`src/tcm_pkg.sv`:
```
// shared widths, response codes and default memory map of the TCM subsystem
package tcm_pkg;

    localparam int addr_w = 32;
    localparam int data_w = 32;
    localparam int strb_w = data_w / 8;
    localparam int resp_w = 2;

    // response codes as seen by both master ports
    localparam logic [resp_w-1:0] resp_okay   = 2'b00;
    localparam logic [resp_w-1:0] resp_slverr = 2'b10;

    // default map, each bank holds 2**index_w words
    localparam logic [addr_w-1:0] itcm_base_default = 32'h0000_0000;
    localparam logic [addr_w-1:0] dtcm_base_default = 32'h0001_0000;
    localparam int tcm_index_w_default = 10;

endpackage

```
`src/itcm_read_arbiter.sv`:
```
// ITCM read arbiter: shares the bank read channel between fetch and data ports
`timescale 1ns/1ps

module itcm_read_arbiter #(
    parameter logic [tcm_pkg::addr_w-1:0] ITCM_BASE    = tcm_pkg::itcm_base_default,
    parameter int                         ITCM_INDEX_W = tcm_pkg::tcm_index_w_default
) (
    input  logic                       clk,
    input  logic                       rst_n,
    input  logic                       fetch_ar_valid,
    output logic                       fetch_ar_ready,
    input  logic [tcm_pkg::addr_w-1:0] fetch_ar_addr,
    output logic                       fetch_r_valid,
    input  logic                       fetch_r_ready,
    output logic [tcm_pkg::data_w-1:0] fetch_r_data,
    output logic [tcm_pkg::resp_w-1:0] fetch_r_resp,
    input  logic                       itcm_ar_valid,
    output logic                       itcm_ar_ready,
    input  logic [tcm_pkg::addr_w-1:0] itcm_ar_addr,
    output logic                       itcm_r_valid,
    input  logic                       itcm_r_ready,
    output logic [tcm_pkg::data_w-1:0] itcm_r_data,
    output logic                       bank_ar_valid,
    input  logic                       bank_ar_ready,
    output logic [ITCM_INDEX_W-1:0]    bank_ar_index,
    input  logic                       bank_r_valid,
    output logic                       bank_r_ready,
    input  logic [tcm_pkg::data_w-1:0] bank_r_data
);

    localparam int aw  = tcm_pkg::addr_w;
    localparam int lsb = ITCM_INDEX_W + 2;

    logic fetch_hit;
    logic fetch_free;
    logic fetch_grant;
    logic owner_fetch;
    logic ferr_valid;

    assign fetch_hit   = fetch_ar_addr[aw-1:lsb] == ITCM_BASE[aw-1:lsb];
    assign fetch_free  = !fetch_r_valid || fetch_r_ready;
    // data port wins the bank, fetch waits
    assign fetch_grant = fetch_ar_valid && fetch_hit && fetch_free && !itcm_ar_valid;

    // out-of-window fetch only needs a free response slot
    assign fetch_ar_ready = fetch_free && (fetch_hit ? !itcm_ar_valid && bank_ar_ready : 1'b1);
    assign itcm_ar_ready  = bank_ar_ready;

    assign bank_ar_valid = itcm_ar_valid || fetch_grant;
    assign bank_ar_index = itcm_ar_valid ? itcm_ar_addr[lsb-1:2] : fetch_ar_addr[lsb-1:2];

    // steer the bank response by owner of the last accepted read
    assign bank_r_ready  = owner_fetch ? fetch_r_ready : itcm_r_ready;
    assign itcm_r_valid  = bank_r_valid && !owner_fetch;
    assign itcm_r_data   = bank_r_data;
    assign fetch_r_valid = ferr_valid || (bank_r_valid && owner_fetch);
    assign fetch_r_data  = ferr_valid ? '0 : bank_r_data;
    assign fetch_r_resp  = ferr_valid ? tcm_pkg::resp_slverr : tcm_pkg::resp_okay;

    always_ff @(posedge clk or negedge rst_n) begin
        if (!rst_n) begin
            owner_fetch <= 1'b0;
            ferr_valid  <= 1'b0;
        end else begin
            if (bank_ar_valid && bank_ar_ready) begin
                owner_fetch <= !itcm_ar_valid;
            end
            ferr_valid <= (fetch_ar_valid && fetch_ar_ready && !fetch_hit)
                        || (ferr_valid && !fetch_r_ready);
        end
    end

    // a data grant takes the bank alone, so its response goes to the router
    assert property (@(posedge clk) disable iff (!rst_n)
        itcm_ar_valid && itcm_ar_ready |=> itcm_r_valid);

endmodule

```
`config.mk`:
```
export PLATFORM = sky130hd
export DESIGN_NAME = itcm_read_arbiter
export DESIGN_NICKNAME = d
export VERILOG_FILES = /design/src/tcm_pkg.sv /design/src/itcm_read_arbiter.sv
export SDC_FILE = /design/constraint.sdc
export NUM_CORES = 1
export LEC_CHECK = 0
export BUFFER_PORTS_ARGS = -buffer_cell sky130_fd_sc_hd__buf_2
export CAP_MARGIN = 20
export CORE_AREA = 2 2 73 75
export CTS_BUF_LIST = sky130_fd_sc_hd__clkbuf_8
export DETAILED_ROUTE_END_ITERATION = 12
export DIE_AREA = 0 0 75 77
export PLACE_DENSITY_LB_ADDON = 0.3
export SYNTH_ARGS = -nofsm -noshare
export SYNTH_HDL_FRONTEND = slang
export SYNTH_SLANG_ARGS = --single-unit
```
`constraint.sdc`:
```
create_clock -name clk -period 3.5 [get_ports clk]
set_input_delay 0.7 -clock clk [delete_from_list [all_inputs] [get_ports clk]]
set_output_delay 0.7 -clock clk [all_outputs]
set_load 0.01 [all_outputs]
```
---- Word level (Yosys, flattened, before mapping) ----
Index checks and enable logic that the tools add are counted.
storage, ports and cells
  output and inout bits ................... 82
  word-level logic and storage cells ...... 28
  bits in registers ....................... 2
cells by class
  reductions and logical operators ........ 21
  multiplexer cells ....................... 5
operators by type and width
  cell                count
  2-to-1 mux 32 bit   1
  logical NOT 20 bit  1
  logical AND 1 bit   11
  2-to-1 mux 10 bit   1
  logical NOT 1 bit   5
  logical OR 1 bit    4
  2-to-1 mux 1 bit    2
  2-to-1 mux 2 bit    1

---- Longest topological paths before layout ----
  depth in word-level cells ............... 8
  mapped depth ............................ 4
  gate-level depth less buffers ........... 4

---- Worst setup path before layout ----
OpenSTA, ideal clock, no wires.
  path kind ............................... input to output
  start point ............................. in fetch_ar_addr[26] (netlist name)
  end point ............................... out bank_ar_valid
  slack ................................... 1.173 ns
  arrival time ............................ 1.627 ns
  stages .................................. 2
  cell sequence ........................... or4_4 -> o31ai_1
between the ends
  cells in the longest elaborated chain, start to end .. 5
ends and longest elaborated chain
  what                            line                     source
  start, declared                 itcm_read_arbiter.sv:12  input logic [tcm_pkg::addr_w-1:0] fetch_ar_addr,
  logical NOT 20 bit              itcm_read_arbiter.sv:40  assign fetch_hit = fetch_ar_addr[aw-1:lsb] == ITCM_BASE[aw-1:lsb];
  logical AND 1 bit (3 in a row)  itcm_read_arbiter.sv:43  assign fetch_grant = fetch_ar_valid && fetch_hit && fetch_free && !itcm_ar_valid;
  logical OR 1 bit                itcm_read_arbiter.sv:49  assign bank_ar_valid = itcm_ar_valid || fetch_grant;
  end, declared                   itcm_read_arbiter.sv:23  output logic bank_ar_valid,
Every way passes these cells.

---- Worst setup path in the final report ----
Same ends and word-level chain as after synthesis.

==> flow_metrics.env <==
export IMPL_status="finished, final reports clean"
export IMPL_cts_root_buf="clkbuf_8"
export IMPL_cp_start_kind="input port"
export IMPL_dr_pass1_iters=4
export IMPL_max_freq_mhz=408
export IMPL_post_cts_buffers=0
export IMPL_fillerInstances=549
export IMPL_grt_pass1_wl_um=3750
export IMPL_critical_path_buf_inv_count=2
export IMPL_overflow=0
export IMPL_synth_simple_area_share_pct=35.9
export IMPL_io_buffers=160
export IMPL_cts_sinks=2
export IMPL_yosysTopAreaCell="buf_4"
export IMPL_rsz0062_at_grt="no"
export IMPL_ir_drop_mv=0.0897
export IMPL_cts_inserted_buffers=3
export IMPL_syn_to_final_growth_pct=83.6
export IMPL_path_delay_family="simple AND/OR/NAND/NOR gates"
export IMPL_dpl_cell_area_mm2=0.00140
export IMPL_r2r_slack_ps=2380
export IMPL_drtAntennaViolNets=0
export IMPL_syn_avg_cell_area_um2=7.42
export IMPL_fp_dieArea_mm2=0.00578
export IMPL_synthXorXnorAreaFrac_pct=0
export IMPL_viasPerCell=3.69
export IMPL_hold_buffers=0
export IMPL_grt_pass1_vias=887
export IMPL_start_util_pct=15.8
export IMPL_worst_slack_ps=1050
export IMPL_drc=0
export IMPL_cts_tree="yes"
export IMPL_synth_top_family_by_area="buffers and inverters"
export IMPL_maxCapViolCount=0
export IMPL_final_hold_viol_count=0
export IMPL_path_cells="buf_2, or4_4, o31ai_1, buf_2"
export IMPL_final_area_mm2=0.00145
export IMPL_wl_per_cell_um=9.16
export IMPL_synth_seq_cells=2
export IMPL_layout_nets=337
export IMPL_first_iter_violations=8
export IMPL_cpMostUsedCell="buf_2"
export IMPL_synth_top_area_share_pct=33.4
export IMPL_final_cells=301
export IMPL_fin_skew_ps=0.771
export IMPL_power_density_mw_per_mm2=212
export IMPL_pre_cts_slack_ps=1040
export IMPL_cts_resized_gates=0
export IMPL_wl_um=2760
export IMPL_arrival_ps=1750
export IMPL_synthCells=106
export IMPL_fin_crit_ps=2450
export IMPL_synthesis_area_um2=787
export IMPL_rr_startpoint="owner_fetch"
export IMPL_end_kind="output port"
export IMPL_place_hpwl_um=2470
export IMPL_cp_required_ps=2800
export IMPL_slowest_stage="or4_4"
export IMPL_gpl_final_weighted_congestion=0.664
export IMPL_clk_pin_slew_worst_paths_ps=30
export IMPL_clk_latency_ps=210
export IMPL_max_stage_delay_ps=540
export IMPL_antenna_cells=0
export IMPL_reg2reg_depth=4
export IMPL_dp_cells=298
export IMPL_ys_warn_count=0
export IMPL_cts_max_level=1
export IMPL_synthTopCellsByArea="buf_4, nor2b_1, mux2_2"
export IMPL_vias=1111
export IMPL_synthMuxAreaShare_pct=15.7
export IMPL_synth_cell_types=19
export IMPL_slew_viol_final=0
export IMPL_fin_tns_setup_ps=0
export IMPL_setup_viol=0
export IMPL_clock_path_buffers=2
export IMPL_worstPathMaxFanout=3
export IMPL_grt_max_degree=35
export IMPL_post_route_period_util_pct=70.0
export IMPL_critPathKind="in -> out"
export IMPL_p_leak_nw=0.881
export IMPL_r2r_end="owner_fetch"
export IMPL_drive_above_1_share_pct=77.1
export IMPL_coreArea_mm2=0.00498
export IMPL_rows=26
export IMPL_synth_net_count=210
export IMPL_hp_class="in -> async"
export IMPL_antenna_found_initial=0
export IMPL_synthAdderAreaFrac_pct=0
export IMPL_dieHeight_um=77
export IMPL_grtUsageTotal_pct=8.03
export IMPL_synth_compound_area_share_pct=4.61
export IMPL_yosysSeqAreaShare_pct=6.36
export IMPL_die_w_um=75
export IMPL_ios=186
[cells in the mapped netlist (all sizes together)]
| library cell | count |
|---|---|
| o21ai | 1 |
| a21o | 1 |
| nor2b | 33 |
| nor2 | 2 |
| mux2 | 11 |
| nand2 | 2 |
| dfrtp | 2 |
| o22ai | 1 |
| a21oi | 2 |
| clkbuf | 3 |
| nand4 | 1 |
| or4 | 1 |
| inv | 3 |
| o31ai | 1 |
| conb | 1 |
| buf | 36 |
| nor4 | 5 |
[routing by layer]
layer / vias to the layer above / global-route usage (%) / part of all wire, %
li1: 562 / - / -
met1: 466 / 8.24 / 35
met2: 83 / 16.1 / 52
met3: 0 / 1.45 / 13
met4: 0 / 1.61 / 0
met5: - / 0 / 0
[how the worst max path moves through the flow]
| stage | start | end | slack (ps) | depth (start not counted) |
|---|---|---|---|---|
| 6_report | fetch_ar_addr[26] | bank_ar_valid | 1050 | 4 |
| 2_1_floorplan | fetch_ar_addr[26] | bank_ar_valid | 1170 | 2 |
| 5_1_grt | fetch_ar_addr[14] | bank_ar_valid | 930 | 5 |
| 3_3_place_gp | fetch_ar_addr[14] | bank_ar_valid | 1040 | 5 |
| 3_5_place_dp | fetch_ar_addr[14] | bank_ar_valid | 1040 | 5 |
| 4_1_cts | fetch_ar_addr[14] | bank_ar_valid | 1030 | 5 |
[where the power goes]
group / internal [mW] / leakage, nW / switching, mW
Clock: 0.0726 / 0.0216 / 0.0170
Combinational: 0.0970 / 0.834 / 0.0953
Sequential: 0.0246 / 0.0254 / 0.000596
[flip-flops by register name, summed over array words and instances (netlist names)]
signal	count
owner_fetch	1
ferr_valid	1
[cells by family after synthesis]
kind of cell    count (synthesis)
buf+inv                        42
simple gates                   44
mux                            11
compound gates                  6
flops                           2
other cells                     1
[cells in the final DEF (no fill, tap or decap)]
cell,instances
buf_4,1
nand2_1,2
a21o_1,1
nor4_2,1
mux2_2,11
nor4_1,4
a21oi_1,2
conb_1,1
o21ai_1,1
dfrtp_1,2
inv_1,3
clkbuf_8,3
o22ai_1,1
nor2b_1,33
nor2_1,2
or4_4,1
o31ai_1,1
nand4_2,1
buf_2,160
[stage by stage]
| step | power (mW) | hold slack, ps | utilization (%) |
|---|---|---|---|
| after global placement | 0.219 | 487 | 28.2 |
| after global routing | 0.336 | 262 | 29.0 |
| after CTS | 0.314 | 265 | 29.0 |
| after detailed placement | 0.221 | 487 | 28.2 |
| after floorplan | 0.140 | 404 | - |
| final | 0.307 | 270 | 29.0 |
[cell type report]
type | count | area [µm²] | area share [%]
timing repair buffer | 161 | 808 | 55.9
sequential | 2 | 50.0 | 3.46
inverter | 3 | 11.3 | 0.779
multi-input combinational | 62 | 447 | 30.9
tap | 70 | 87.6 | 6.06
clock buffer | 3 | 41.3 | 2.86
Power figures use the tool's default switching activity.
