<file path="src/tcm_pkg.sv">
// shared widths, response codes and default memory map of the TCM subsystem
package tcm_pkg;

    localparam int addr_w = 32;
    localparam int data_w = 32;
    localparam int strb_w = data_w / 8;
    localparam int resp_w = 2;

    // response codes as seen by both master ports
    localparam logic [resp_w-1:0] resp_okay   = 2'b00;
    localparam logic [resp_w-1:0] resp_slverr = 2'b10;

    // default map, each bank holds 2**index_w words
    localparam logic [addr_w-1:0] itcm_base_default = 32'h0000_0000;
    localparam logic [addr_w-1:0] dtcm_base_default = 32'h0001_0000;
    localparam int tcm_index_w_default = 10;

endpackage

</file>
<file path="src/data_port_router.sv">
// data port router: decodes reads and writes to ITCM, DTCM or error and routes responses
`timescale 1ns/1ps

module data_port_router #(
    parameter logic [tcm_pkg::addr_w-1:0] ITCM_BASE    = tcm_pkg::itcm_base_default,
    parameter logic [tcm_pkg::addr_w-1:0] DTCM_BASE    = tcm_pkg::dtcm_base_default,
    parameter int                         ITCM_INDEX_W = tcm_pkg::tcm_index_w_default,
    parameter int                         DTCM_INDEX_W = tcm_pkg::tcm_index_w_default
) (
    input  logic                       clk,
    input  logic                       rst_n,
    input  logic                       data_ar_valid,
    output logic                       data_ar_ready,
    input  logic [tcm_pkg::addr_w-1:0] data_ar_addr,
    output logic                       data_r_valid,
    input  logic                       data_r_ready,
    output logic [tcm_pkg::data_w-1:0] data_r_data,
    output logic [tcm_pkg::resp_w-1:0] data_r_resp,
    input  logic                       data_aw_valid,
    input  logic [tcm_pkg::addr_w-1:0] data_aw_addr,
    input  logic                       data_w_valid,
    input  logic [tcm_pkg::data_w-1:0] data_w_data,
    input  logic [tcm_pkg::strb_w-1:0] data_w_strb,
    output logic                       data_aw_ready,
    output logic                       data_b_valid,
    input  logic                       data_b_ready,
    output logic [tcm_pkg::resp_w-1:0] data_b_resp,
    output logic                       itcm_ar_valid,
    input  logic                       itcm_ar_ready,
    output logic [tcm_pkg::addr_w-1:0] itcm_ar_addr,
    input  logic                       itcm_r_valid,
    output logic                       itcm_r_ready,
    input  logic [tcm_pkg::data_w-1:0] itcm_r_data,
    output logic                       itcm_aw_valid,
    output logic                       itcm_w_valid,
    input  logic                       itcm_aw_ready,
    output logic [ITCM_INDEX_W-1:0]    itcm_aw_index,
    output logic [tcm_pkg::data_w-1:0] itcm_w_data,
    output logic [tcm_pkg::strb_w-1:0] itcm_w_strb,
    input  logic                       itcm_b_valid,
    output logic                       itcm_b_ready,
    output logic                       dtcm_ar_valid,
    input  logic                       dtcm_ar_ready,
    output logic [DTCM_INDEX_W-1:0]    dtcm_ar_index,
    input  logic                       dtcm_r_valid,
    output logic                       dtcm_r_ready,
    input  logic [tcm_pkg::data_w-1:0] dtcm_r_data,
    output logic                       dtcm_aw_valid,
    output logic                       dtcm_w_valid,
    input  logic                       dtcm_aw_ready,
    output logic [DTCM_INDEX_W-1:0]    dtcm_aw_index,
    output logic [tcm_pkg::data_w-1:0] dtcm_w_data,
    output logic [tcm_pkg::strb_w-1:0] dtcm_w_strb,
    input  logic                       dtcm_b_valid,
    output logic                       dtcm_b_ready
);

    localparam int         aw       = tcm_pkg::addr_w;
    localparam int         ilsb     = ITCM_INDEX_W + 2;
    localparam int         dlsb     = DTCM_INDEX_W + 2;
    localparam logic [1:0] tgt_itcm = 2'd0;
    localparam logic [1:0] tgt_dtcm = 2'd1;
    localparam logic [1:0] tgt_err  = 2'd2;

    logic       rd_pend;
    logic       wr_pend;
    logic [1:0] rd_tgt;
    logic [1:0] wr_tgt;
    logic [1:0] rd_new;
    logic [1:0] wr_new;
    logic       rd_free;
    logic       wr_free;

    // window match on the upper address bits
    function automatic logic [1:0] decode(input logic [aw-1:0] addr);
        if (addr[aw-1:ilsb] == ITCM_BASE[aw-1:ilsb]) begin
            return tgt_itcm;
        end else if (addr[aw-1:dlsb] == DTCM_BASE[aw-1:dlsb]) begin
            return tgt_dtcm;
        end
        return tgt_err;
    endfunction

    assign rd_new = decode(data_ar_addr);
    assign wr_new = decode(data_aw_addr);

    // one read and one write in flight, so no reordering across targets
    assign rd_free = !rd_pend || (data_r_valid && data_r_ready);
    assign wr_free = !wr_pend || (data_b_valid && data_b_ready);

    assign itcm_ar_valid = data_ar_valid && rd_free && rd_new == tgt_itcm;
    assign itcm_ar_addr  = data_ar_addr;
    assign dtcm_ar_valid = data_ar_valid && rd_free && rd_new == tgt_dtcm;
    assign dtcm_ar_index = data_ar_addr[dlsb-1:2];
    assign data_ar_ready = rd_free && (rd_new == tgt_itcm ? itcm_ar_ready :
                                       rd_new == tgt_dtcm ? dtcm_ar_ready : 1'b1);

    // error response is the pending flag itself
    assign data_r_valid = rd_pend && (rd_tgt == tgt_itcm ? itcm_r_valid :
                                      rd_tgt == tgt_dtcm ? dtcm_r_valid : 1'b1);
    assign data_r_data  = rd_tgt == tgt_itcm ? itcm_r_data :
                          rd_tgt == tgt_dtcm ? dtcm_r_data : '0;
    assign data_r_resp  = rd_tgt == tgt_err ? tcm_pkg::resp_slverr : tcm_pkg::resp_okay;
    assign itcm_r_ready = rd_pend && rd_tgt == tgt_itcm && data_r_ready;
    assign dtcm_r_ready = rd_pend && rd_tgt == tgt_dtcm && data_r_ready;

    assign itcm_aw_valid = data_aw_valid && wr_free && wr_new == tgt_itcm;
    assign itcm_w_valid  = data_w_valid && wr_free && wr_new == tgt_itcm;
    assign itcm_aw_index = data_aw_addr[ilsb-1:2];
    assign itcm_w_data   = data_w_data;
    assign itcm_w_strb   = data_w_strb;
    assign dtcm_aw_valid = data_aw_valid && wr_free && wr_new == tgt_dtcm;
    assign dtcm_w_valid  = data_w_valid && wr_free && wr_new == tgt_dtcm;
    assign dtcm_aw_index = data_aw_addr[dlsb-1:2];
    assign dtcm_w_data   = data_w_data;
    assign dtcm_w_strb   = data_w_strb;
    assign data_aw_ready = wr_free && (wr_new == tgt_itcm ? itcm_aw_ready :
                                       wr_new == tgt_dtcm ? dtcm_aw_ready : 1'b1);

    assign data_b_valid = wr_pend && (wr_tgt == tgt_itcm ? itcm_b_valid :
                                      wr_tgt == tgt_dtcm ? dtcm_b_valid : 1'b1);
    assign data_b_resp  = wr_tgt == tgt_err ? tcm_pkg::resp_slverr : tcm_pkg::resp_okay;
    assign itcm_b_ready = wr_pend && wr_tgt == tgt_itcm && data_b_ready;
    assign dtcm_b_ready = wr_pend && wr_tgt == tgt_dtcm && data_b_ready;

    always_ff @(posedge clk or negedge rst_n) begin
        if (!rst_n) begin
            rd_pend <= 1'b0;
            rd_tgt  <= tgt_err;
            wr_pend <= 1'b0;
            wr_tgt  <= tgt_err;
        end else begin
            if (data_ar_valid && data_ar_ready) begin
                rd_pend <= 1'b1;
                rd_tgt  <= rd_new;
            end else if (data_r_valid && data_r_ready) begin
                rd_pend <= 1'b0;
            end
            if (data_aw_valid && data_w_valid && data_aw_ready) begin
                wr_pend <= 1'b1;
                wr_tgt  <= wr_new;
            end else if (data_b_valid && data_b_ready) begin
                wr_pend <= 1'b0;
            end
        end
    end

    // banks only answer reads this port has issued
    assert property (@(posedge clk) disable iff (!rst_n)
        (itcm_r_valid || dtcm_r_valid) |-> rd_pend);

endmodule

</file>
<file path="config.mk">
export PLATFORM = sky130hd
export DESIGN_NAME = data_port_router
export DESIGN_NICKNAME = d
export VERILOG_FILES = /design/src/tcm_pkg.sv /design/src/data_port_router.sv
export SDC_FILE = /design/constraint.sdc
export NUM_CORES = 1
export LEC_CHECK = 0
export ABC_AREA = 1
export BUFFER_PORTS_ARGS = -buffer_cell sky130_fd_sc_hd__clkbuf_2
export CAP_MARGIN = 10
export CORE_AREA = 8 8 135 137
export CTS_CLUSTER_SIZE = 12
export DETAILED_ROUTE_END_ITERATION = 8
export DIE_AREA = 0 0 143 145
export REMOVE_ABC_BUFFERS = 1
export SYNTH_ARGS = -nofsm -noshare
export SYNTH_HDL_FRONTEND = slang
export SYNTH_SLANG_ARGS = --single-unit
</file>
<file path="constraint.sdc">
create_clock -name clk -period 4.59 [get_ports clk]
set_clock_uncertainty 0.15 [all_clocks]
set_input_delay 0.2295 -clock clk [delete_from_list [all_inputs] [get_ports clk]]
set_output_delay 0.2295 -clock clk [all_outputs]
set_load 0.02 [all_outputs]
</file>
# Word-level counts from Yosys, hierarchy flattened
# Index checks and enable logic that the tools add are counted.
# op_classes
order_cmp	0
n_mul	0
addsub	0
n_reduce_logical	38
mux	26
eq_ne	8
div	0
n_shift	0
n_bitwise	0
# op_table
cell	n
two-way mux 32 bit	2
== test 20 x 5 -> 1 bit (second input constant)	2
zero test 20 bit	2
logical AND 1 bit	26
two-way mux 1 bit	16
two-way mux 2 bit	8
== test 2 x 1 -> 1 bit (second input constant)	4
zero test 2 bit	4
== test 2 bit (second input constant)	2
nonzero test 2 bit	2
zero test 1 bit	2
logical OR 1 bit	2
# totals
ramBits	0
n_memories	0
out_inout_bits	184
word_cells	76
inputBits	179
rom_bits	0
latch_bits	0
reg_bits	6

# Logic depth before layout (Yosys ltp)
# Gate-level depths: netlist of the first run.
# depth
word_depth	10
mapped_depth	10
ltp_nobuf	9

# Worst setup path before layout of the first run
# Ideal clock, no wire load.
# synth_timing
kind	flip-flop to output port
start	register rd_tgt[1]
end	output port dtcm_ar_valid
arrival_ns	1.266
slack_ns	2.945
required_ns	4.211
path_buffers	0
path_stages_with_launch	7
path_cell_list	dfstp_2 > inv_2 > nand2_2 > o21ai_2 > o21ai_2 > nand2_2 > nor2_1
# synth_between
elab_chain_len	8
elab_cells_between_ends	9
classes_between	eq/ne (1); mux (2); reduce/logical (6)
# synth_lines
item	line	rtl
start: declaration	data_port_router.sv:67	logic [1:0] rd_tgt;
start signal: assignment	data_port_router.sv:129	rd_tgt <= tgt_err;
start signal: assignment	data_port_router.sv:135	rd_tgt <= rd_new;
== test 2 x 1 -> 1 bit	data_port_router.sv:100	rd_tgt == tgt_dtcm ? dtcm_r_valid : 1'b1);
two-way mux 1 bit	data_port_router.sv:100	
two-way mux 1 bit (*)	data_port_router.sv:99	assign data_r_valid = rd_pend && (rd_tgt == tgt_itcm ? itcm_r_valid :
logical AND 1 bit (*)	data_port_router.sv:99	
logical AND 1 bit (*)	data_port_router.sv:88	assign rd_free = !rd_pend || (data_r_valid && data_r_ready);
logical OR 1 bit (*)	data_port_router.sv:88	
logical AND 1 bit (*) (2 in a row)	data_port_router.sv:93	assign dtcm_ar_valid = data_ar_valid && rd_free && rd_new == tgt_dtcm;
end: declaration	data_port_router.sv:42	output logic dtcm_ar_valid,
# Every way passes the cells marked *; elsewhere a longest branch is shown, timed or not.

# Worst setup path in the final report of the first run
# layout_timing
start	register rd_tgt[0]
end	output port data_ar_ready
# layout_between
elab_chain_len	7
elab_cells_between_ends	8
classes_between	eq/ne (1); mux (2); reduce/logical (5)
# layout_lines
item	line	rtl
== test 2 x 1 -> 1 bit	data_port_router.sv:100	
two-way mux 1 bit	data_port_router.sv:100	
two-way mux 1 bit (*)	data_port_router.sv:99	
logical AND 1 bit (*)	data_port_router.sv:99	
logical AND 1 bit (*)	data_port_router.sv:88	
logical OR 1 bit (*)	data_port_router.sv:88	
logical AND 1 bit (*)	data_port_router.sv:95	assign data_ar_ready = rd_free && (rd_new == tgt_itcm ? itcm_ar_ready :
end: declaration	data_port_router.sv:13	output logic data_ar_ready,
# Marked as above.

==> impl_metrics.csv, run 1 <==
group,metric,value,unit
sta,rsz0062_at_grt,"no",
logic_synthesis,synth_compound_area_share,1.70,%
grt,grt_antenna_before_repair,0,
detailed_routing,wirelength,15400,um
logic_synthesis,synth_seq_area_share,7.15,%
final_layout,utilization,14.7,%
floorplan,die_w,143,um
logic_synthesis,syn_area_per_cell,5.82,um^2
sta,timing.final.ws_setup,2.05,ns
grt,grt_start_max_net_pins,38,
final_layout,area_delta_synth_final,11.2,%
clocking,cts_buffers,3,
logic_synthesis,synth_flop_cell,"dfrtp_1",
floorplan,row_count,47,
grt,grt-ovfl-total,0,
sta,tns,0,ns
floorplan,start_util,13.2,%
critical_path,worst_setup_path_start_kind,"register",
clocking,insertion_delay,0.22,ns
clocking,cts_tree,"yes",
power_and_ir_drop,ir_drop,0.0000867,V
critical_path,critPathKind,"register to output pin",
detailed_routing,dr_total_vias,2365,
logic_synthesis,synth_fa_ha_area_share,0,%
logic_synthesis,synthCells,367,
placement,portBuffers,186,
placement,finalWeightedCongestion,0.842,
logic_synthesis,synth-edff-count,0,
power_and_ir_drop,leakagePower,1.48,nW
detailed_routing,dr.pass1.iters,4,
floorplan,io_pins,363,
clocking,path_clk_slew,0.03,ns
logic_synthesis,ys_warn_count,0,
grt,track_usage,13.9,%
clocking,cts_sinks,6,
logic_synthesis,synth_xor_area_share,0,%
detailed_routing,via_per_inst,3.74,
grt,grt_pass1_wl,20000,um
logic_synthesis,synthMuxAreaShare,0,%
critical_path,cp.required,4.21,ns
grt,grt_pass1_vias,2454,
logic_synthesis,synth_top_family_by_area,"buffers and inverters",
final_layout,fill_cells,1904,
placement,place_hpwl,14300,um
critical_path,rrSetupSlack,2.45,ns
sta,final.min_clock_period,2.54,ns
flow_run,cap_violations,0,
detailed_routing,drc,0,
clocking,cts-root-buf,"clkbuf_16",
floorplan,die_h,145,um
logic_synthesis,yosys.area_share.simple,37.4,%
floorplan,die-area,20700,um^2
status,status,"finished clean",
logic_synthesis,synth.distinct_cells,24,
placement,pre_cts_ws,2.23,ns
critical_path,arrival,2.16,ns
clocking,clock_path_buffers,2,
min_path,hold_class,"input port to register",
logic_synthesis,ys_ff_latch,6,
detailed_routing,routedWlPerCell,24.4,um
detailed_routing,drtAntennaViolNets,0,
logic_synthesis,syn_area,2140,um^2
floorplan,core,16200,um^2
clocking,cts_max_level,1,
sta,timing.fmax,394,MHz
sta,period_share,55.3,%
power_and_ir_drop,power_density,218,nW/um^2
final_layout,drive_gt1_share,49.2,%
detailed_routing,drt_iter0_drc,68,
critical_path,cp-end-kind,"output pin",
sta,max_slew_margin,51.2,%
sta,slew_violations,0,
critical_path,path_max_fanout,37,
sta,tightest_slew,0.730,ns
sta,finalHoldViolations,0,
sta,finalSetupViolCount,0,
logic_synthesis,ys_async_sr_fraction,100,%
final_layout,diodes,0,
final_layout,nets,594,
[what timing repair did]
action,CTS,global route
endpoints found under the hold margin,6,0
gates resized for setup,0,0
hold buffers,1,0
buffers inserted,0,0
[worst paths after layout]
| path | startpoint | end | cells after the start |
|---|---|---|---|
| max in group asynchronous | rst_n | wr_tgt[1] | 2 |
| min in group asynchronous | rst_n | rd_tgt[0] | 2 |
| worst min-delay path | dtcm_ar_ready | rd_tgt[0] | 3 |
| worst max-delay path | rd_tgt[0] | data_ar_ready | 7 |
| worst max register to register | rd_tgt[0] | rd_tgt[0] | 10 |
| worst min register to register | wr_tgt[1] | wr_tgt[1] | 2 |
[cell families (layout without fill, tap and decap cells)]
logic type | count (synthesis) | in the layout
AND/OR/NAND/NOR | 187 | 187
AO/OA/AOI/OAI | 5 | 5
buffers and inverters | 168 | 213
flip-flops | 6 | 6
other | 1 | 2
[cells in the mapped netlist (3+ instances only)]
library cell	n	area, um^2
inv_1	19	71.3
buf_4	137	1030
nand4_1	5	31.3
dfrtp_1	4	100
nand2_1	94	353
inv_2	3	11.3
nor2_1	39	146
nand3_1	37	185
clkbuf_1	7	26.3
o21ai_2	3	26.3
[state kept, by name, summed over array words and instances, names as in the netlist]
register / count
rd_tgt: 2
wr_pend: 1
rd_pend: 1
wr_tgt: 2
[routing by layer]
layer	routed length [um]	part of all wire, %	GRT usage, %
met4	33	0.21	0.797
met2	6550	42	21.2
met3	4490	29	18.2
met1	4200	27	10.8
met5	149	0.97	7.75
[worst max-delay path: stages (launching register included)]
cell,delay (ns)
dfrtp_1,0.35
buf_4,0.26
nor2_4,0.61
nand2_1,0.14
o21ai_2,0.13
o21ai_2,0.10
and3_1,0.18
clkbuf_2,0.15
[final cells by class]
type | count | area [um^2] | area share [%]
Sequential cell | 6 | 153 | 6.42
Tap cell | 220 | 275 | 11.6
Multi-Input combinational cell | 194 | 842 | 35.4
Clock buffer | 3 | 75.1 | 3.16
Timing Repair Buffer | 188 | 948 | 39.9
Inverter | 22 | 82.6 | 3.48
[power breakdown]
part / switching [mW] / internal [mW] / leakage [nW]
Sequential: 0.00767 / 0.0633 / 0.0726
Combinational: 0.203 / 0.105 / 1.37
Clock: 0.0271 / 0.112 / 0.0370
Total: 0.238 / 0.280 / 1.48
[stage by stage]
step	hold WS, ns	power [mW]	area [um^2]	std cells
after global placement	-0.0709	0.384	2290	629
after global routing	0.138	0.563	2380	633
after floorplan	-0.216	0.230	1080	222
after detailed placement	-0.0683	0.384	2290	629
after CTS	0.112	0.528	2380	633
final	0.113	0.518	2380	633
[layout by cell type (no fill, tap or decap), drive strengths merged]
master       count
clkbuf         189
nand2           96
nor2            41
nand3           38
inv             22
nand4            5
o21ai            5
dfrtp            4
nor4             2
nor3             2
conb             2
dfstp            2
and2             1
nand3b           1
and3             1
dlygate4sd3      1
buf              1
Power figures use the tool's default switching activity.
==> run 2, diff against run 1 <==
==> constraint.sdc (replaced) <==
create_clock -name clk -period 2.11 [get_ports clk]
set_clock_uncertainty 0.15 [all_clocks]
set_input_delay 0.1055 -clock clk [delete_from_list [all_inputs] [get_ports clk]]
set_output_delay 0.1055 -clock clk [all_outputs]
set_load 0.02 [all_outputs]
==> run 2 against run 1 <==
  * Count of clock-buffer cells in the layout unchanged
  * Wire length about the same
  * Register-to-register slack got worse by 1.9 ns
  * Critical path depth unchanged
  * Utilization increased by 0.20 points
  * Combinational power increased by 120%
  * Non-clock buffer count increased by 4
  * Largest cell class unchanged
==> impl_metrics.csv, run 2 (synthesis gave the netlist of run 1 again) <==
group,metric,value,unit
status,status,"finished clean",
detailed_routing,wirelength,15400,um
floorplan,die_h,145,um
grt,grt_pass1_wl,19900,um
final_layout,diodes,0,
clocking,insertion_delay,0.22,ns
clocking,cts_tree,"yes",
sta,timing.fmax,515,MHz
sta,period_share,92.0,%
power_and_ir_drop,p_comb_share,59.8,%
power_and_ir_drop,power_density,472,nW/um^2
grt,grt_antenna_before_repair,0,
min_path,hold_class,"input port to register",
grt,grt_start_max_net_pins,34,
floorplan,start_util,13.2,%
final_layout,area_delta_synth_final,12.8,%
detailed_routing,routedWlPerCell,24.2,um
sta,finalSetupViolCount,0,
floorplan,row_count,47,
placement,finalWeightedCongestion,0.849,
floorplan,die_w,143,um
floorplan,die-area,20700,um^2
detailed_routing,drtAntennaViolNets,0,
detailed_routing,dr_total_vias,2354,
critical_path,rrSetupSlack,0.55,ns
sta,finalHoldViolations,0,
floorplan,io_pins,363,
power_and_ir_drop,ir_drop,0.000201,V
power_and_ir_drop,seqPwrFrac,13.6,%
power_and_ir_drop,switching_share,45.5,%
flow_run,cap_violations,0,
detailed_routing,via_per_inst,3.70,
clocking,cts_max_level,1,
critical_path,critPathKind,"register to output pin",
critical_path,worst_setup_path_start_kind,"register",
power_and_ir_drop,clkPwrFrac,26.6,%
grt,grt-ovfl-total,0,
final_layout,final_area,2410,um^2
detailed_routing,drc,0,
critical_path,arrival,1.69,ns
final_layout,drive_gt1_share,49.4,%
power_and_ir_drop,netSwitchingPower,0.517,mW
sta,final.min_clock_period,1.94,ns
clocking,path_clk_slew,0.03,ns
critical_path,cp.required,1.85,ns
floorplan,core,16200,um^2
grt,track_usage,13.9,%
power_and_ir_drop,leakagePower,1.50,nW
sta,slew_violations,0,
final_layout,final_cell_mix,"clkbuf_2 (186), nand2_1 (94), nor2_1 (39)",
placement,place_hpwl,14400,um
placement,placed_cell_area,2310,um^2
clocking,cts_setup_buffers,0,
placement,portBuffers,186,
detailed_routing,dr.pass1.iters,4,
critical_path,path_max_fanout,5,
power_and_ir_drop,p_total,1.14,mW
final_layout,utilization,14.9,%
final_layout,top_regs,"rd_tgt: 2 flops, wr_tgt: 2 flops",
detailed_routing,drt_iter0_drc,56,
clocking,cts_sinks,6,
grt,grt_pass1_vias,2438,
sta,rsz0062_at_grt,"no",
final_layout,layout_commonest_cell,"clkbuf_2",
clocking,clock_path_buffers,2,
critical_path,cp-end-kind,"output pin",
clocking,cts_buffers,3,
final_layout,nets,598,
power_and_ir_drop,p_int,0.620,mW
clocking,cts-root-buf,"clkbuf_16",
run 2: cell types whose count changed in the layout (fill, tap and decap cells not counted), sizes merged:
| cell | delta |
|---|---|
| buf | +3 |
| dlygate4sd3 | +1 |
run 2: worst paths after layout:
check,to,startpoint,cells after the start
max,itcm_aw_valid,wr_tgt[1],7
min,wr_tgt[1],data_aw_valid,5
max reg2reg,rd_tgt[0],rd_tgt[1],9
min reg2reg,wr_tgt[1],wr_tgt[1],2
max in group asynchronous,wr_tgt[1],rst_n,2
min in group asynchronous,rd_tgt[0],rst_n,2
run 2: per-stage QoR:
step	hold WS, ns	instances	setup WS [ns]	setup TNS [ns]
global placement	-0.191	632	0.413	0
finish	0.0533	637	0.168	0
CTS	0.0555	637	0.153	0
floorplan	-0.340	222	-0.00156	-0.00313
global route	0.0612	637	0.0552	0
detailed placement	-0.191	632	0.397	0
run 2: cell type report:
| type | count | area, um^2 |
|---|---|---|
| flip-flops and latches | 6 | 153 |
| fillers | 1912 | 13800 |
| inverters | 22 | 82.6 |
| multi-input cells | 194 | 842 |
| repair buffers | 192 | 981 |
| well taps | 220 | 275 |
| clock buffers | 3 | 75.1 |
run 2: power groups by stage:
| stage | sequential [mW] | clock, mW | combinational, mW |
|---|---|---|---|
| after floorplan | 0.153 | 0 | 0.347 |
| after global placement | 0.155 | 0 | 0.688 |
| after detailed placement | 0.156 | 0 | 0.692 |
| after CTS | 0.155 | 0.309 | 0.697 |
| after global routing | 0.157 | 0.320 | 0.758 |
| final | 0.155 | 0.302 | 0.680 |
run 2: routing by layer:
metal  vias up  track usage (%)  routed length (um)
met3        10             17.8                4420
met1       952             10.9                4270
met5         -             7.75                 149
li1       1094                -                   -
met4         4            0.797                  36
met2       294             21.2                6550
run 2: worst max-delay path, cell delays in order (launching register included):
cell and delay, ns:
dfstp_2 0.55, inv_2 0.04, nand2_1 0.07, o21ai_1 0.09, o21ai_2 0.21, nand2_1 0.10
nor2_1 0.20, clkbuf_2 0.21
run 2: timing repair:
item | 4_1_cts | 5_1_grt
hold buffers | 2 | 0
gates resized for setup | 0 | 0
endpoints found under the hold margin | 7 | 0
==> run 3, diff against run 2 <==
--- a/config.mk
+++ b/config.mk
@@ -5,7 +5,6 @@
 export SDC_FILE = /design/constraint.sdc
 export NUM_CORES = 1
 export LEC_CHECK = 0
-export ABC_AREA = 1
 export BUFFER_PORTS_ARGS = -buffer_cell sky130_fd_sc_hd__clkbuf_2
 export CAP_MARGIN = 10
 export CORE_AREA = 8 8 135 137
==> run 3 against run 2 <==
  * Power down 15%
  * Critical path depth down 2
  * Via count down 12%
  * Worst setup slack worse by 0.030 ns
==> impl_metrics.csv, run 3 <==
group,metric,value,unit
logic_synthesis,synthCells,282,
final_layout,layout_commonest_cell,"clkbuf_2",
sta,slew_violations,0,
clocking,cts_max_level,1,
placement,place_hpwl,15700,um
detailed_routing,drt_iter0_drc,85,
floorplan,row_count,47,
power_and_ir_drop,ir_drop,0.000126,V
critical_path,worst_setup_path_start_kind,"register",
placement,pre_cts_ws,0.354,ns
grt,grt_pass1_vias,2222,
power_and_ir_drop,p_total,0.971,mW
critical_path,cp.required,1.85,ns
power_and_ir_drop,seqPwrFrac,13.5,%
logic_synthesis,synth_flop_cell,"dfrtp_1",
logic_synthesis,synth-edff-count,0,
final_layout,utilization,14.9,%
flow_run,cap_violations,0,
critical_path,critPathKind,"register to output pin",
placement,dp.cells,549,
clocking,path_clk_slew,0.04,ns
sta,finalSetupViolCount,0,
placement,portBuffers,186,
floorplan,die_w,143,um
logic_synthesis,ys_async_sr_fraction,100,%
power_and_ir_drop,leakagePower,1.21,nW
power_and_ir_drop,p_comb_share,54.0,%
logic_synthesis,synth_seq_area_share,7.11,%
final_layout,nets,514,
logic_synthesis,synth.top_cell.area_share,48.6,%
final_layout,diodes,0,
final_layout,final_cell_mix,"clkbuf_2 (186), nor2_1 (37), mux2i_1 (35)",
final_layout,area_delta_synth_final,12.4,%
power_and_ir_drop,power_density,403,nW/um^2
sta,timing.final.ws_setup,0.138,ns
logic_synthesis,syn_area_per_cell,7.61,um^2
grt,grt-ovfl-total,0,
final_layout,fill_cells,1854,
power_and_ir_drop,switching_share,40.3,%
floorplan,start_util,13.3,%
floorplan,die_h,145,um
logic_synthesis,synth_area_leaders,"buf_4 (49%), mux2i_1 (16%), nor2_1 (6.5%), dfrtp_1 (4.7%), dfstp_2 (2.4%)",
placement,finalWeightedCongestion,0.861,
final_layout,top_regs,"rd_tgt: 2 flops, wr_tgt: 2 flops",
placement,placed_cell_area,2320,um^2
sta,finalHoldViolations,0,
detailed_routing,via_per_inst,3.75,
clocking,cts_sinks,6,
logic_synthesis,synth_top_cell_by_area,"buf_4",
grt,track_usage,15.0,%
final_layout,layout.cells.non_filler,554,
sta,whs,0.0253,ns
power_and_ir_drop,netSwitchingPower,0.392,mW
floorplan,io_pins,363,
critical_path,cp_top_family,"flip-flops",
critical_path,worstPathCellList,"nor2b_1, a21oi_2, nand3_1, nor3b_1, clkbuf_2",
critical_path,arrival,1.72,ns
logic_synthesis,synth_common_cells,"buf_4 (139), nor2_1 (37), mux2i_1 (35)",
critical_path,slowest_stage,"dfstp_2",
clocking,cts_tree,"yes",
logic_synthesis,ys_warn_count,0,
sta,tns,0,ns
grt,grt_start_max_net_pins,20,
detailed_routing,drtAntennaViolNets,0,
detailed_routing,dr.pass1.iters,4,
final_layout,final_area,2410,um^2
grt,grt_antenna_before_repair,1,
clocking,cts_buffers,3,
sta,timing.fmax,507,MHz
detailed_routing,drc,0,
logic_synthesis,ys_ff_latch,6,
critical_path,cp-end-kind,"output pin",
floorplan,die-area,20700,um^2
critical_path,slowest_delay,0.52,ns
clocking,insertion_delay,0.23,ns
logic_synthesis,synth_most_common_cell,"buf_4",
detailed_routing,wirelength,16600,um
grt,grt_pass1_wl,20900,um
clocking,cts-root-buf,"clkbuf_16",
final_layout,drive_gt1_share,62.0,%
clocking,clock_path_buffers,2,
power_and_ir_drop,clkPwrFrac,32.5,%
sta,period_share,93.4,%
floorplan,core,16200,um^2
detailed_routing,dr_total_vias,2078,
detailed_routing,routedWlPerCell,29.9,um
logic_synthesis,synth.distinct_cells,38,
min_path,hold_class,"input port to register",
power_and_ir_drop,p_int,0.580,mW
critical_path,path_max_fanout,5,
sta,final.min_clock_period,1.97,ns
logic_synthesis,syn_area,2150,um^2
sta,rsz0062_at_grt,"no",
critical_path,path_buf_inv,1,
status,status,"finished clean",
-- run 3: cell count changes after synthesis, sizes merged, moves of 6 or more --
cell and change:
inv -18, mux2i +35, nand2 -87, nand3 -37, nor4 +6
-- run 3: cell type report --
class	count	area (um^2)	share of cell area (%)
Timing Repair Buffer	191	971	40.2
Multi-Input combinational cell	129	918	38.1
Tap cell	220	275	11.4
Sequential cell	6	154	6.38
Clock buffer	4	78.8	3.27
Inverter	4	15.0	0.622
-- run 3: power by group through the flow --
stage | Clock (mW) | Combinational [mW] | Sequential (mW)
3_3_place_gp | 0 | 0.524 | 0.132
5_1_grt | 0.330 | 0.572 | 0.133
3_5_place_dp | 0 | 0.530 | 0.132
6_report | 0.315 | 0.525 | 0.131
2_1_floorplan | 0 | 0.203 | 0.155
4_1_cts | 0.324 | 0.533 | 0.131
-- run 3: tightest hold or removal path: cells and delay by family --
family / cells / cell delay [ns]
buf+inv: 1 / 0.12
simple gates: 1 / 0.06
compound gates: 1 / 0.07
-- run 3: final timing paths --
kind / from / endpoint / slack (ns) / cells after the start
max in group asynchronous: rst_n / wr_tgt[1] / 1.42 / 2
min in group asynchronous: rst_n / rd_pend / 0.15 / 2
max: wr_tgt[1] / itcm_w_valid / 0.14 / 5
min: data_ar_valid / rd_pend / 0.03 / 3
min reg2reg: wr_tgt[1] / wr_tgt[1] / 0.38 / 2
max reg2reg: rd_tgt[0] / rd_tgt[0] / 0.51 / 4
-- run 3: metal layers --
metal	global-route usage, %	up-vias	wire length [um]
met3	18.5	12	4570
met1	11.9	883	4660
met4	2.50	4	192
met5	4.00	-	81
met2	22.8	279	7080
li1	-	900	-
-- run 3: cell families (layout without fill, tap and decap cells) --
group | after synthesis | in the layout | share of synthesized area, %
multiplexers | 36 | 36 | 17.0
AO/OA/AOI/OAI | 17 | 17 | 5.83
buffers and inverters | 148 | 199 | 50.3
flip-flops | 6 | 6 | 7.11
other | 1 | 2 | 0.175
AND/OR/NAND/NOR | 74 | 74 | 19.6
-- run 3: timing repair --
item                                   4_1_cts  5_1_grt
gates resized for setup                      0        0
setup buffers                                0        0
endpoints found under the hold margin        6        0
hold buffers                                 1        0
